--- config.mk ---
export PLATFORM = sky130hd
export DESIGN_NAME = rs_alu
export DESIGN_NICKNAME = d
export VERILOG_FILES = /design/src/verilog/rs_pkg.sv /design/src/verilog/rs_alu.sv /design/src/verilog/rs_entry_table.sv /design/src/verilog/rs_issue_select.sv /design/src/verilog/rs_queue_ctrl.sv
export SDC_FILE = /design/constraint.sdc
export NUM_CORES = 2
export LEC_CHECK = 0
export ABC_AREA = 1
export BUFFER_PORTS_ARGS = -buffer_cell sky130_fd_sc_hd__buf_2
export CELL_PAD_IN_SITES_DETAIL_PLACEMENT = 1
export CELL_PAD_IN_SITES_GLOBAL_PLACEMENT = 1
export CORE_ASPECT_RATIO = 1.1
export CORE_MARGIN = 5
export CORE_UTILIZATION = 47
export DETAILED_ROUTE_END_ITERATION = 12
export PLACE_DENSITY = 0.85
export SYNTH_ARGS = -nofsm -noshare
export SYNTH_HDL_FRONTEND = slang
export SYNTH_SLANG_ARGS = --single-unit
export TNS_END_PERCENT = 10
--- constraint.sdc ---
create_clock -name clk -period 8.5 [get_ports clk]
set_input_delay 0.85 -clock clk [delete_from_list [all_inputs] [get_ports clk]]
set_output_delay 0.85 -clock clk [all_outputs]
set_load 0.02 [all_outputs]
--- src/verilog/rs_pkg.sv ---
package rs_pkg;

    localparam int TAG_W      = 8;
    localparam int INST_NUM_W = 32;
    localparam int PC_W       = 32;
    localparam int ALU_OP_W   = 4;
    localparam int IMM_W      = 32;

    // physical register tag, shared by sources, destination and result buses
    typedef logic [TAG_W-1:0]      tag_t;
    typedef logic [INST_NUM_W-1:0] inst_num_t;   // program order sequence number
    typedef logic [PC_W-1:0]       pc_t;
    typedef logic [ALU_OP_W-1:0]   alu_op_t;
    typedef logic [IMM_W-1:0]      imm_t;

    // four-phase dispatch handshake
    typedef enum logic {
        HS_IDLE = 1'b0,   // waiting for disp_req
        HS_ACK  = 1'b1    // entry written, ack held until req drops
    } hs_state_t;

endpackage

--- src/verilog/rs_alu.sv ---
`timescale 1ns/1ns

module rs_alu import rs_pkg::*; #(
    parameter int RS_DEPTH     = 16,
    parameter int ISSUE_WINDOW = 8,
    parameter int NUM_WAKE     = 4
) (
    input  logic                clk,
    input  logic                reset,
    input  logic                disp_req,
    input  inst_num_t           disp_inst_num,
    input  pc_t                 disp_pc,
    input  tag_t                disp_rd,
    input  alu_op_t             disp_alu_op,
    input  logic                disp_src1_sel,
    input  logic                disp_src2_sel,
    input  imm_t                disp_imm,
    input  tag_t                disp_src1_tag,
    input  tag_t                disp_src2_tag,
    input  logic                disp_src1_ready,
    input  logic                disp_src2_ready,
    input  logic [NUM_WAKE-1:0] wake_valid,
    input  tag_t [NUM_WAKE-1:0] wake_tag,
    output logic                disp_ack,
    output logic                issue_valid,
    output inst_num_t           issue_inst_num,
    output pc_t                 issue_pc,
    output tag_t                issue_rd,
    output alu_op_t             issue_alu_op,
    output logic                issue_src1_sel,
    output logic                issue_src2_sel,
    output imm_t                issue_imm,
    output tag_t                issue_src1_tag,
    output tag_t                issue_src2_tag
);

    localparam int IDX_W = $clog2(RS_DEPTH);

    logic [RS_DEPTH-1:0] busy;
    logic [RS_DEPTH-1:0] ready;
    logic                alloc_en;
    logic [IDX_W-1:0]    alloc_idx;
    logic [IDX_W-1:0]    head_idx;
    logic                issue_en;
    logic [IDX_W-1:0]    issue_idx;

    // entry fields read out at issue_idx
    inst_num_t           rd_inst_num;
    pc_t                 rd_pc;
    tag_t                rd_rd;
    alu_op_t             rd_alu_op;
    logic                rd_src1_sel;
    logic                rd_src2_sel;
    imm_t                rd_imm;
    tag_t                rd_src1_tag;
    tag_t                rd_src2_tag;

    rs_queue_ctrl #(
        .RS_DEPTH     (RS_DEPTH)
    ) i_queue_ctrl (.*);

    rs_entry_table #(
        .RS_DEPTH     (RS_DEPTH),
        .NUM_WAKE     (NUM_WAKE)
    ) i_entry_table (.*);

    rs_issue_select #(
        .RS_DEPTH     (RS_DEPTH),
        .ISSUE_WINDOW (ISSUE_WINDOW)
    ) i_issue_select (.*);

endmodule

--- src/verilog/rs_entry_table.sv ---
`timescale 1ns/1ns

module rs_entry_table import rs_pkg::*; #(
    parameter int  RS_DEPTH = 16,
    parameter int  NUM_WAKE = 4,
    localparam int IDX_W    = $clog2(RS_DEPTH)
) (
    input  logic                clk,
    input  logic                reset,
    input  logic                alloc_en,
    input  logic [IDX_W-1:0]    alloc_idx,
    input  inst_num_t           disp_inst_num,
    input  pc_t                 disp_pc,
    input  tag_t                disp_rd,
    input  alu_op_t             disp_alu_op,
    input  logic                disp_src1_sel,
    input  logic                disp_src2_sel,
    input  imm_t                disp_imm,
    input  tag_t                disp_src1_tag,
    input  tag_t                disp_src2_tag,
    input  logic                disp_src1_ready,
    input  logic                disp_src2_ready,
    input  logic [NUM_WAKE-1:0] wake_valid,
    input  tag_t [NUM_WAKE-1:0] wake_tag,
    input  logic                issue_en,
    input  logic [IDX_W-1:0]    issue_idx,
    output logic [RS_DEPTH-1:0] busy,
    output logic [RS_DEPTH-1:0] ready,
    output inst_num_t           rd_inst_num,
    output pc_t                 rd_pc,
    output tag_t                rd_rd,
    output alu_op_t             rd_alu_op,
    output logic                rd_src1_sel,
    output logic                rd_src2_sel,
    output imm_t                rd_imm,
    output tag_t                rd_src1_tag,
    output tag_t                rd_src2_tag
);

    inst_num_t           inst_num_q [RS_DEPTH];
    pc_t                 pc_q       [RS_DEPTH];
    tag_t                rd_q       [RS_DEPTH];
    alu_op_t             alu_op_q   [RS_DEPTH];
    imm_t                imm_q      [RS_DEPTH];
    tag_t                src1_tag_q [RS_DEPTH];
    tag_t                src2_tag_q [RS_DEPTH];
    logic [RS_DEPTH-1:0] src1_sel_q;
    logic [RS_DEPTH-1:0] src2_sel_q;
    logic [RS_DEPTH-1:0] src1_rdy;
    logic [RS_DEPTH-1:0] src2_rdy;
    logic [RS_DEPTH-1:0] hit1;
    logic [RS_DEPTH-1:0] hit2;
    logic                alloc_hit1;
    logic                alloc_hit2;

    // tag compare of every stored operand, and the incoming one, against all result buses
    always_comb begin
        hit1       = '0;
        hit2       = '0;
        alloc_hit1 = 1'b0;
        alloc_hit2 = 1'b0;
        for (int w = 0; w < NUM_WAKE; w++) begin
            if (wake_valid[w]) begin
                for (int i = 0; i < RS_DEPTH; i++) begin
                    if (src1_tag_q[i] == wake_tag[w])
                        hit1[i] = 1'b1;
                    if (src2_tag_q[i] == wake_tag[w])
                        hit2[i] = 1'b1;
                end
                if (disp_src1_tag == wake_tag[w])
                    alloc_hit1 = 1'b1;
                if (disp_src2_tag == wake_tag[w])
                    alloc_hit2 = 1'b1;
            end
        end
    end

    always_ff @(posedge clk) begin
        if (reset) begin
            busy     <= '0;
            src1_rdy <= '0;
            src2_rdy <= '0;
        end else begin
            for (int i = 0; i < RS_DEPTH; i++) begin
                if (busy[i] && !src1_rdy[i] && hit1[i])
                    src1_rdy[i] <= 1'b1;
                if (busy[i] && !src2_rdy[i] && hit2[i])
                    src2_rdy[i] <= 1'b1;
            end
            if (issue_en)
                busy[issue_idx] <= 1'b0;
            if (alloc_en) begin
                busy[alloc_idx]     <= 1'b1;
                src1_rdy[alloc_idx] <= disp_src1_ready | alloc_hit1;  // dispatch bypass
                src2_rdy[alloc_idx] <= disp_src2_ready | alloc_hit2;
            end
        end
    end

    always_ff @(posedge clk) begin
        if (alloc_en) begin
            inst_num_q[alloc_idx] <= disp_inst_num;
            pc_q[alloc_idx]       <= disp_pc;
            rd_q[alloc_idx]       <= disp_rd;
            alu_op_q[alloc_idx]   <= disp_alu_op;
            src1_sel_q[alloc_idx] <= disp_src1_sel;
            src2_sel_q[alloc_idx] <= disp_src2_sel;
            imm_q[alloc_idx]      <= disp_imm;
            src1_tag_q[alloc_idx] <= disp_src1_tag;
            src2_tag_q[alloc_idx] <= disp_src2_tag;
        end
    end

    assign ready = busy & src1_rdy & src2_rdy;

    assign rd_inst_num = inst_num_q[issue_idx];
    assign rd_pc       = pc_q[issue_idx];
    assign rd_rd       = rd_q[issue_idx];
    assign rd_alu_op   = alu_op_q[issue_idx];
    assign rd_src1_sel = src1_sel_q[issue_idx];
    assign rd_src2_sel = src2_sel_q[issue_idx];
    assign rd_imm      = imm_q[issue_idx];
    assign rd_src1_tag = src1_tag_q[issue_idx];
    assign rd_src2_tag = src2_tag_q[issue_idx];

    a_issue_ready: assert property (@(posedge clk) disable iff (reset)
        issue_en |-> busy[issue_idx] && src1_rdy[issue_idx] && src2_rdy[issue_idx]);

    a_alloc_free: assert property (@(posedge clk) disable iff (reset)
        alloc_en |-> !busy[alloc_idx]);

endmodule

--- src/verilog/rs_issue_select.sv ---
`timescale 1ns/1ns

module rs_issue_select import rs_pkg::*; #(
    parameter int  RS_DEPTH     = 16,
    parameter int  ISSUE_WINDOW = 8,
    localparam int IDX_W        = $clog2(RS_DEPTH)
) (
    input  logic                clk,
    input  logic                reset,
    input  logic [RS_DEPTH-1:0] ready,
    input  logic [IDX_W-1:0]    head_idx,
    input  inst_num_t           rd_inst_num,
    input  pc_t                 rd_pc,
    input  tag_t                rd_rd,
    input  alu_op_t             rd_alu_op,
    input  logic                rd_src1_sel,
    input  logic                rd_src2_sel,
    input  imm_t                rd_imm,
    input  tag_t                rd_src1_tag,
    input  tag_t                rd_src2_tag,
    output logic                issue_en,
    output logic [IDX_W-1:0]    issue_idx,
    output logic                issue_valid,
    output inst_num_t           issue_inst_num,
    output pc_t                 issue_pc,
    output tag_t                issue_rd,
    output alu_op_t             issue_alu_op,
    output logic                issue_src1_sel,
    output logic                issue_src2_sel,
    output imm_t                issue_imm,
    output tag_t                issue_src1_tag,
    output tag_t                issue_src2_tag
);

    // oldest ready entry, scanning from head with wrap-around
    always_comb begin
        logic [IDX_W-1:0] idx;
        idx       = head_idx;
        issue_en  = 1'b0;
        issue_idx = head_idx;
        for (int k = 0; k < ISSUE_WINDOW; k++) begin
            idx = head_idx + IDX_W'(k);
            if (!issue_en && ready[idx]) begin
                issue_en  = 1'b1;
                issue_idx = idx;
            end
        end
    end

    always_ff @(posedge clk) begin
        if (reset)
            issue_valid <= 1'b0;
        else
            issue_valid <= issue_en;   // one cycle strobe per issued entry
    end

    always_ff @(posedge clk) begin
        if (issue_en) begin
            issue_inst_num <= rd_inst_num;
            issue_pc       <= rd_pc;
            issue_rd       <= rd_rd;
            issue_alu_op   <= rd_alu_op;
            issue_src1_sel <= rd_src1_sel;
            issue_src2_sel <= rd_src2_sel;
            issue_imm      <= rd_imm;
            issue_src1_tag <= rd_src1_tag;
            issue_src2_tag <= rd_src2_tag;
        end
    end

endmodule

--- src/verilog/rs_queue_ctrl.sv ---
`timescale 1ns/1ns

module rs_queue_ctrl import rs_pkg::*; #(
    parameter int  RS_DEPTH = 16,
    localparam int IDX_W    = $clog2(RS_DEPTH)
) (
    input  logic                clk,
    input  logic                reset,
    input  logic                disp_req,
    input  logic [RS_DEPTH-1:0] busy,
    output logic                disp_ack,
    output logic                alloc_en,
    output logic [IDX_W-1:0]    alloc_idx,
    output logic [IDX_W-1:0]    head_idx
);

    localparam int CNT_W = IDX_W + 1;

    hs_state_t        state;
    logic [IDX_W-1:0] tail;
    logic [IDX_W-1:0] head;
    logic [CNT_W-1:0] count;
    logic             full;
    logic             retire;

    assign full      = (count == CNT_W'(RS_DEPTH));
    assign alloc_en  = (state == HS_IDLE) && disp_req && !full;
    assign alloc_idx = tail;
    assign head_idx  = head;
    assign disp_ack  = (state == HS_ACK);

    // head slot already issued, step past it
    assign retire = (count != '0) && !busy[head];

    always_ff @(posedge clk) begin
        if (reset) begin
            state <= HS_IDLE;
        end else begin
            case (state)
                HS_IDLE: begin
                    if (alloc_en)
                        state <= HS_ACK;
                end
                HS_ACK: begin
                    if (!disp_req)
                        state <= HS_IDLE;   // ack falls at this edge
                end
                default: state <= HS_IDLE;
            endcase
        end
    end

    always_ff @(posedge clk) begin
        if (reset) begin
            tail  <= '0;
            head  <= '0;
            count <= '0;
        end else begin
            if (alloc_en)
                tail <= tail + 1'b1;    // wraps, depth is a power of two
            if (retire)
                head <= head + 1'b1;
            case ({alloc_en, retire})
                2'b10:   count <= count + 1'b1;
                2'b01:   count <= count - 1'b1;
                default: count <= count;
            endcase
        end
    end

    // pointers meet with entries held, so every slot is taken
    a_no_alloc_when_full: assert property (@(posedge clk) disable iff (reset)
        (tail == head) && (count != '0) |-> !alloc_en);

endmodule
==> run_results.csv <==
group,metric,value,unit
critical_path,cp.required,9210,ps
cts,clock_path_buffers,3,
route,drc,0,
final_layout,final_layout_size_suffix_gt1_share,8.01,%
die,fp.dieH,502,microns
grt,grt_first_pass_wirelength,590000,microns
place,io_buffers,294,
critical_path,timing.critical_path.to_type,"register",
cts,clock_latency,910,ps
logic_synthesis,ys.warnings.count,0,
place,dp.final_hpwl,225000,microns
logic_synthesis,postSynthRegisterBits,2205,
die,die-area,230000,sq um
place,place.gp.congestion,0.983,
logic_synthesis,synth.cell_area,104000,sq um
final_layout,flow.area_growth_from_synthesis,10.3,%
cts,cts_hold_fix_bufs,0,
logic_synthesis,ys_types,66,
critical_path,timing.critical_path.mode_cell,"sky130_fd_sc_hd__nand2_1",
job,max-cap-violations,0,
critical_path,worst_path_slowest_cell,"sky130_fd_sc_hd__dfxtp_1",
final_layout,fin_nets,10535,
worst_hold_path,hold_wc_path_type,"in -> reg",
cts,cts_root_buffer,"sky130_fd_sc_hd__clkbuf_16",
critical_path,critPathMaxFanout,242,
route,via_per_inst,6.29,
grt,vias_in_the_first_global_route,88144,
logic_synthesis,dominantRegCellSynth,"sky130_fd_sc_hd__edfxtp_1",
grt,grt_antenna_before_repair,62,
logic_synthesis,synth_edf_count,2142,
route,number_of_design_rule_violations_left_by_the_first_detailed_router_iteration,10959,
cts,post_cts.resized_instances,0,
logic_synthesis,syn_inst,10414,
run_status,violations_in_the_final_reports,"slew limit",
timing,clock_period_minus_final_worst_setup_slack,6360,ps
timing,final.setup.tns,0,ps
cts,numCtsBuffers,217,
run_status,outcome,"complete, but fails checks",
timing,rsz0062_at_grt,"false",
die,placeableCoreArea,219000,sq um
final_layout,fin_util,52.1,%
timing,holdWs,198,ps
critical_path,cp_slowest_stage_delay,1010,ps
route,route.antenna.remaining_nets,0,
timing,layout_worst_path_cycle_share,74.8,%
die,pin_count,295,
critical_path,critPathKind,"reg -> reg",
logic_synthesis,seq_area_frac_synth,63.4,%
logic_synthesis,synth.avg_cell_area,9.94,sq um
timing,timing.fmax,157,MHz
cts,htreeDepth,4,
timing,tightest_slew,1570,ps
logic_synthesis,syn-num-nets,10597,
timing,fin_skew,68.8,ps
place,post_dp_cell_area,107000,sq um
timing,slew_headroom,-4.46,%
final_layout,design_area,114000,sq um
grt,global_route.overflow_total,0,
die,initial_utilization,47.3,%
timing,fin_hold_viols,0,
timing,timing.final.max_slew_violations,82,
grt,grt_max_degree,243,
critical_path,startpoint_class,"register",
cts,cts_tree,"built",
die,num_rows,180,
critical_path,cp.arrival,7070,ps
route,avgRoutedWirePerCell,30.4,microns
cts,cts.sinks,2205,
cts,cts_setup_buffers,0,
cts,clk_transition_reported_paths,70,ps
timing,setup_viol,0,
die,die_x,457,microns
logic_synthesis,ys_async_sr_fraction,0,%
route,route.vias.total,84877,
route,wire_length_after_detailed_routing,410000,microns
critical_path,cp_cell_sequence,"inv_6, ha_1, clkinv_1, nand3_1, nand3_1, nand3_2, nand2_4, nor2_8, nand4_4, nor2_4, nand3_4, nand2_1, inv_2, nand2_2, nand2_8, inv_16, buf_12, nand2_1, nand2_1, nand2_1, nand4_1",
grt,grt_usage,34.6,%
route,first_pass_iters,8,
[cell type report]
cell class	count	area [sq um]
diodes	40	100
clock buffers	261	5620
clock inverters	138	1510
fillers	23909	105000
inverters	307	1290
multi-input cells	7174	33500
flip-flops and latches	2205	65600
well taps	2912	3640
repair buffers	447	2920
[state kept, by name (all words and copies together), names as in the netlist, 16 cells and up]
name                           cells
i_issue_select.issue_inst_num     32
i_entry_table.src2_sel_q          16
i_entry_table.imm_q              512
i_entry_table.inst_num_q         512
i_entry_table.src2_rdy            16
i_issue_select.issue_pc           32
i_issue_select.issue_imm          32
i_entry_table.src1_rdy            16
i_entry_table.pc_q               512
i_entry_table.busy                16
i_entry_table.rd_q               128
i_entry_table.src1_sel_q          16
i_entry_table.src1_tag_q         128
i_entry_table.src2_tag_q         128
i_entry_table.alu_op_q            64
[routing by layer]
layer / GRT usage [%] / wire length, microns / up-vias
met4: 20.9 / 28600 / 34
met2: 55.0 / 188000 / 5452
met5: 0 / 332 / -
met1: 42.9 / 149000 / 42374
li1: - / - / 35534
met3: 8.41 / 44600 / 1483
[Yosys cell counts (4+ instances only)]
cell type,n,area (sq um)
sky130_fd_sc_hd__nor2_1,159,597
sky130_fd_sc_hd__o211ai_1,25,188
sky130_fd_sc_hd__edfxtp_1,2142,64300
sky130_fd_sc_hd__nor3b_1,4,30.0
sky130_fd_sc_hd__o2111ai_1,83,727
sky130_fd_sc_hd__inv_1,288,1080
sky130_fd_sc_hd__xor2_1,223,1950
sky130_fd_sc_hd__o221ai_1,12,105
sky130_fd_sc_hd__ha_1,15,188
sky130_fd_sc_hd__a221oi_1,84,736
sky130_fd_sc_hd__nand4_1,212,1330
sky130_fd_sc_hd__or4_1,5,37.5
sky130_fd_sc_hd__o311ai_0,5,43.8
sky130_fd_sc_hd__nor2_2,6,37.5
sky130_fd_sc_hd__nand3_1,473,2370
sky130_fd_sc_hd__nor4_1,47,294
sky130_fd_sc_hd__o41ai_1,5,43.8
sky130_fd_sc_hd__xnor2_1,170,1490
sky130_fd_sc_hd__o22ai_1,284,1780
sky130_fd_sc_hd__buf_1,70,263
sky130_fd_sc_hd__clkinv_1,8,30.0
sky130_fd_sc_hd__nand2_2,11,68.8
sky130_fd_sc_hd__o21ai_0,119,596
sky130_fd_sc_hd__buf_2,358,1790
sky130_fd_sc_hd__dfxtp_1,63,1260
sky130_fd_sc_hd__a31oi_1,6,37.5
sky130_fd_sc_hd__a2111oi_0,77,674
sky130_fd_sc_hd__a21oi_1,148,741
sky130_fd_sc_hd__inv_2,9,33.8
sky130_fd_sc_hd__clkbuf_1,258,968
sky130_fd_sc_hd__buf_6,19,214
sky130_fd_sc_hd__buf_4,21,158
sky130_fd_sc_hd__or2_2,8,50.1
sky130_fd_sc_hd__a211oi_1,62,465
sky130_fd_sc_hd__nor3_1,23,115
sky130_fd_sc_hd__nand2_1,4870,18300
[worst max-delay path: cells and delay by family, from the launching register on]
kind                     cells  cell delay (ps)
AND/OR/NAND/NOR             15             2190
buffers and inverters        5             1660
flip-flops                   1             1010
adder cells (fa/ha/maj)      1              640
[per-stage QoR]
step	instances	setup slack, ps
detailed placement	13045	2380
global placement	13045	2620
floorplan	10414	736
global route	13465	1820
finish	13484	2140
CTS	13444	2280
[final timing paths]
path	startpoint	to	depth (start not counted)	slack (ps)
max reg2reg	i_queue_ctrl.head_idx[0]	i_issue_select.issue_src1_tag[1]	21	2140
min reg2reg	i_queue_ctrl.disp_ack	i_queue_ctrl.disp_ack	2	490
max	i_queue_ctrl.head_idx[0]	i_issue_select.issue_src1_tag[1]	21	2140
min	disp_req	i_queue_ctrl.disp_ack	3	200
[cells in the final DEF, fill, tap and decap left out, drive strengths merged, types with 40 or more instances in the layout]
cell and count:
clkbuf 261, a221oi 84, dfxtp 63, o21ai 123
buf 447, nor4 47, nand2 4884, nand4 214
diode 40, a2111oi 77, o2111ai 83, clkinv 102
a211oi 62, o22ai 284, inv 304, edfxtp 2142
nor2 168, xnor2 171, nand3 476, xor2 224
a21oi 148
[cell families after synthesis]
logic type / share of synthesized area [%]
AND/OR/NAND/NOR: 22.6
flip-flops: 63.4
buffers and inverters: 4.41
AO/OA/AOI/OAI: 6.11
XOR/XNOR: 3.36
adder cells (fa/ha/maj): 0.201
Power is not shown: default switching activity piles up to over one toggle a cycle in this logic, so the estimate is an artifact.
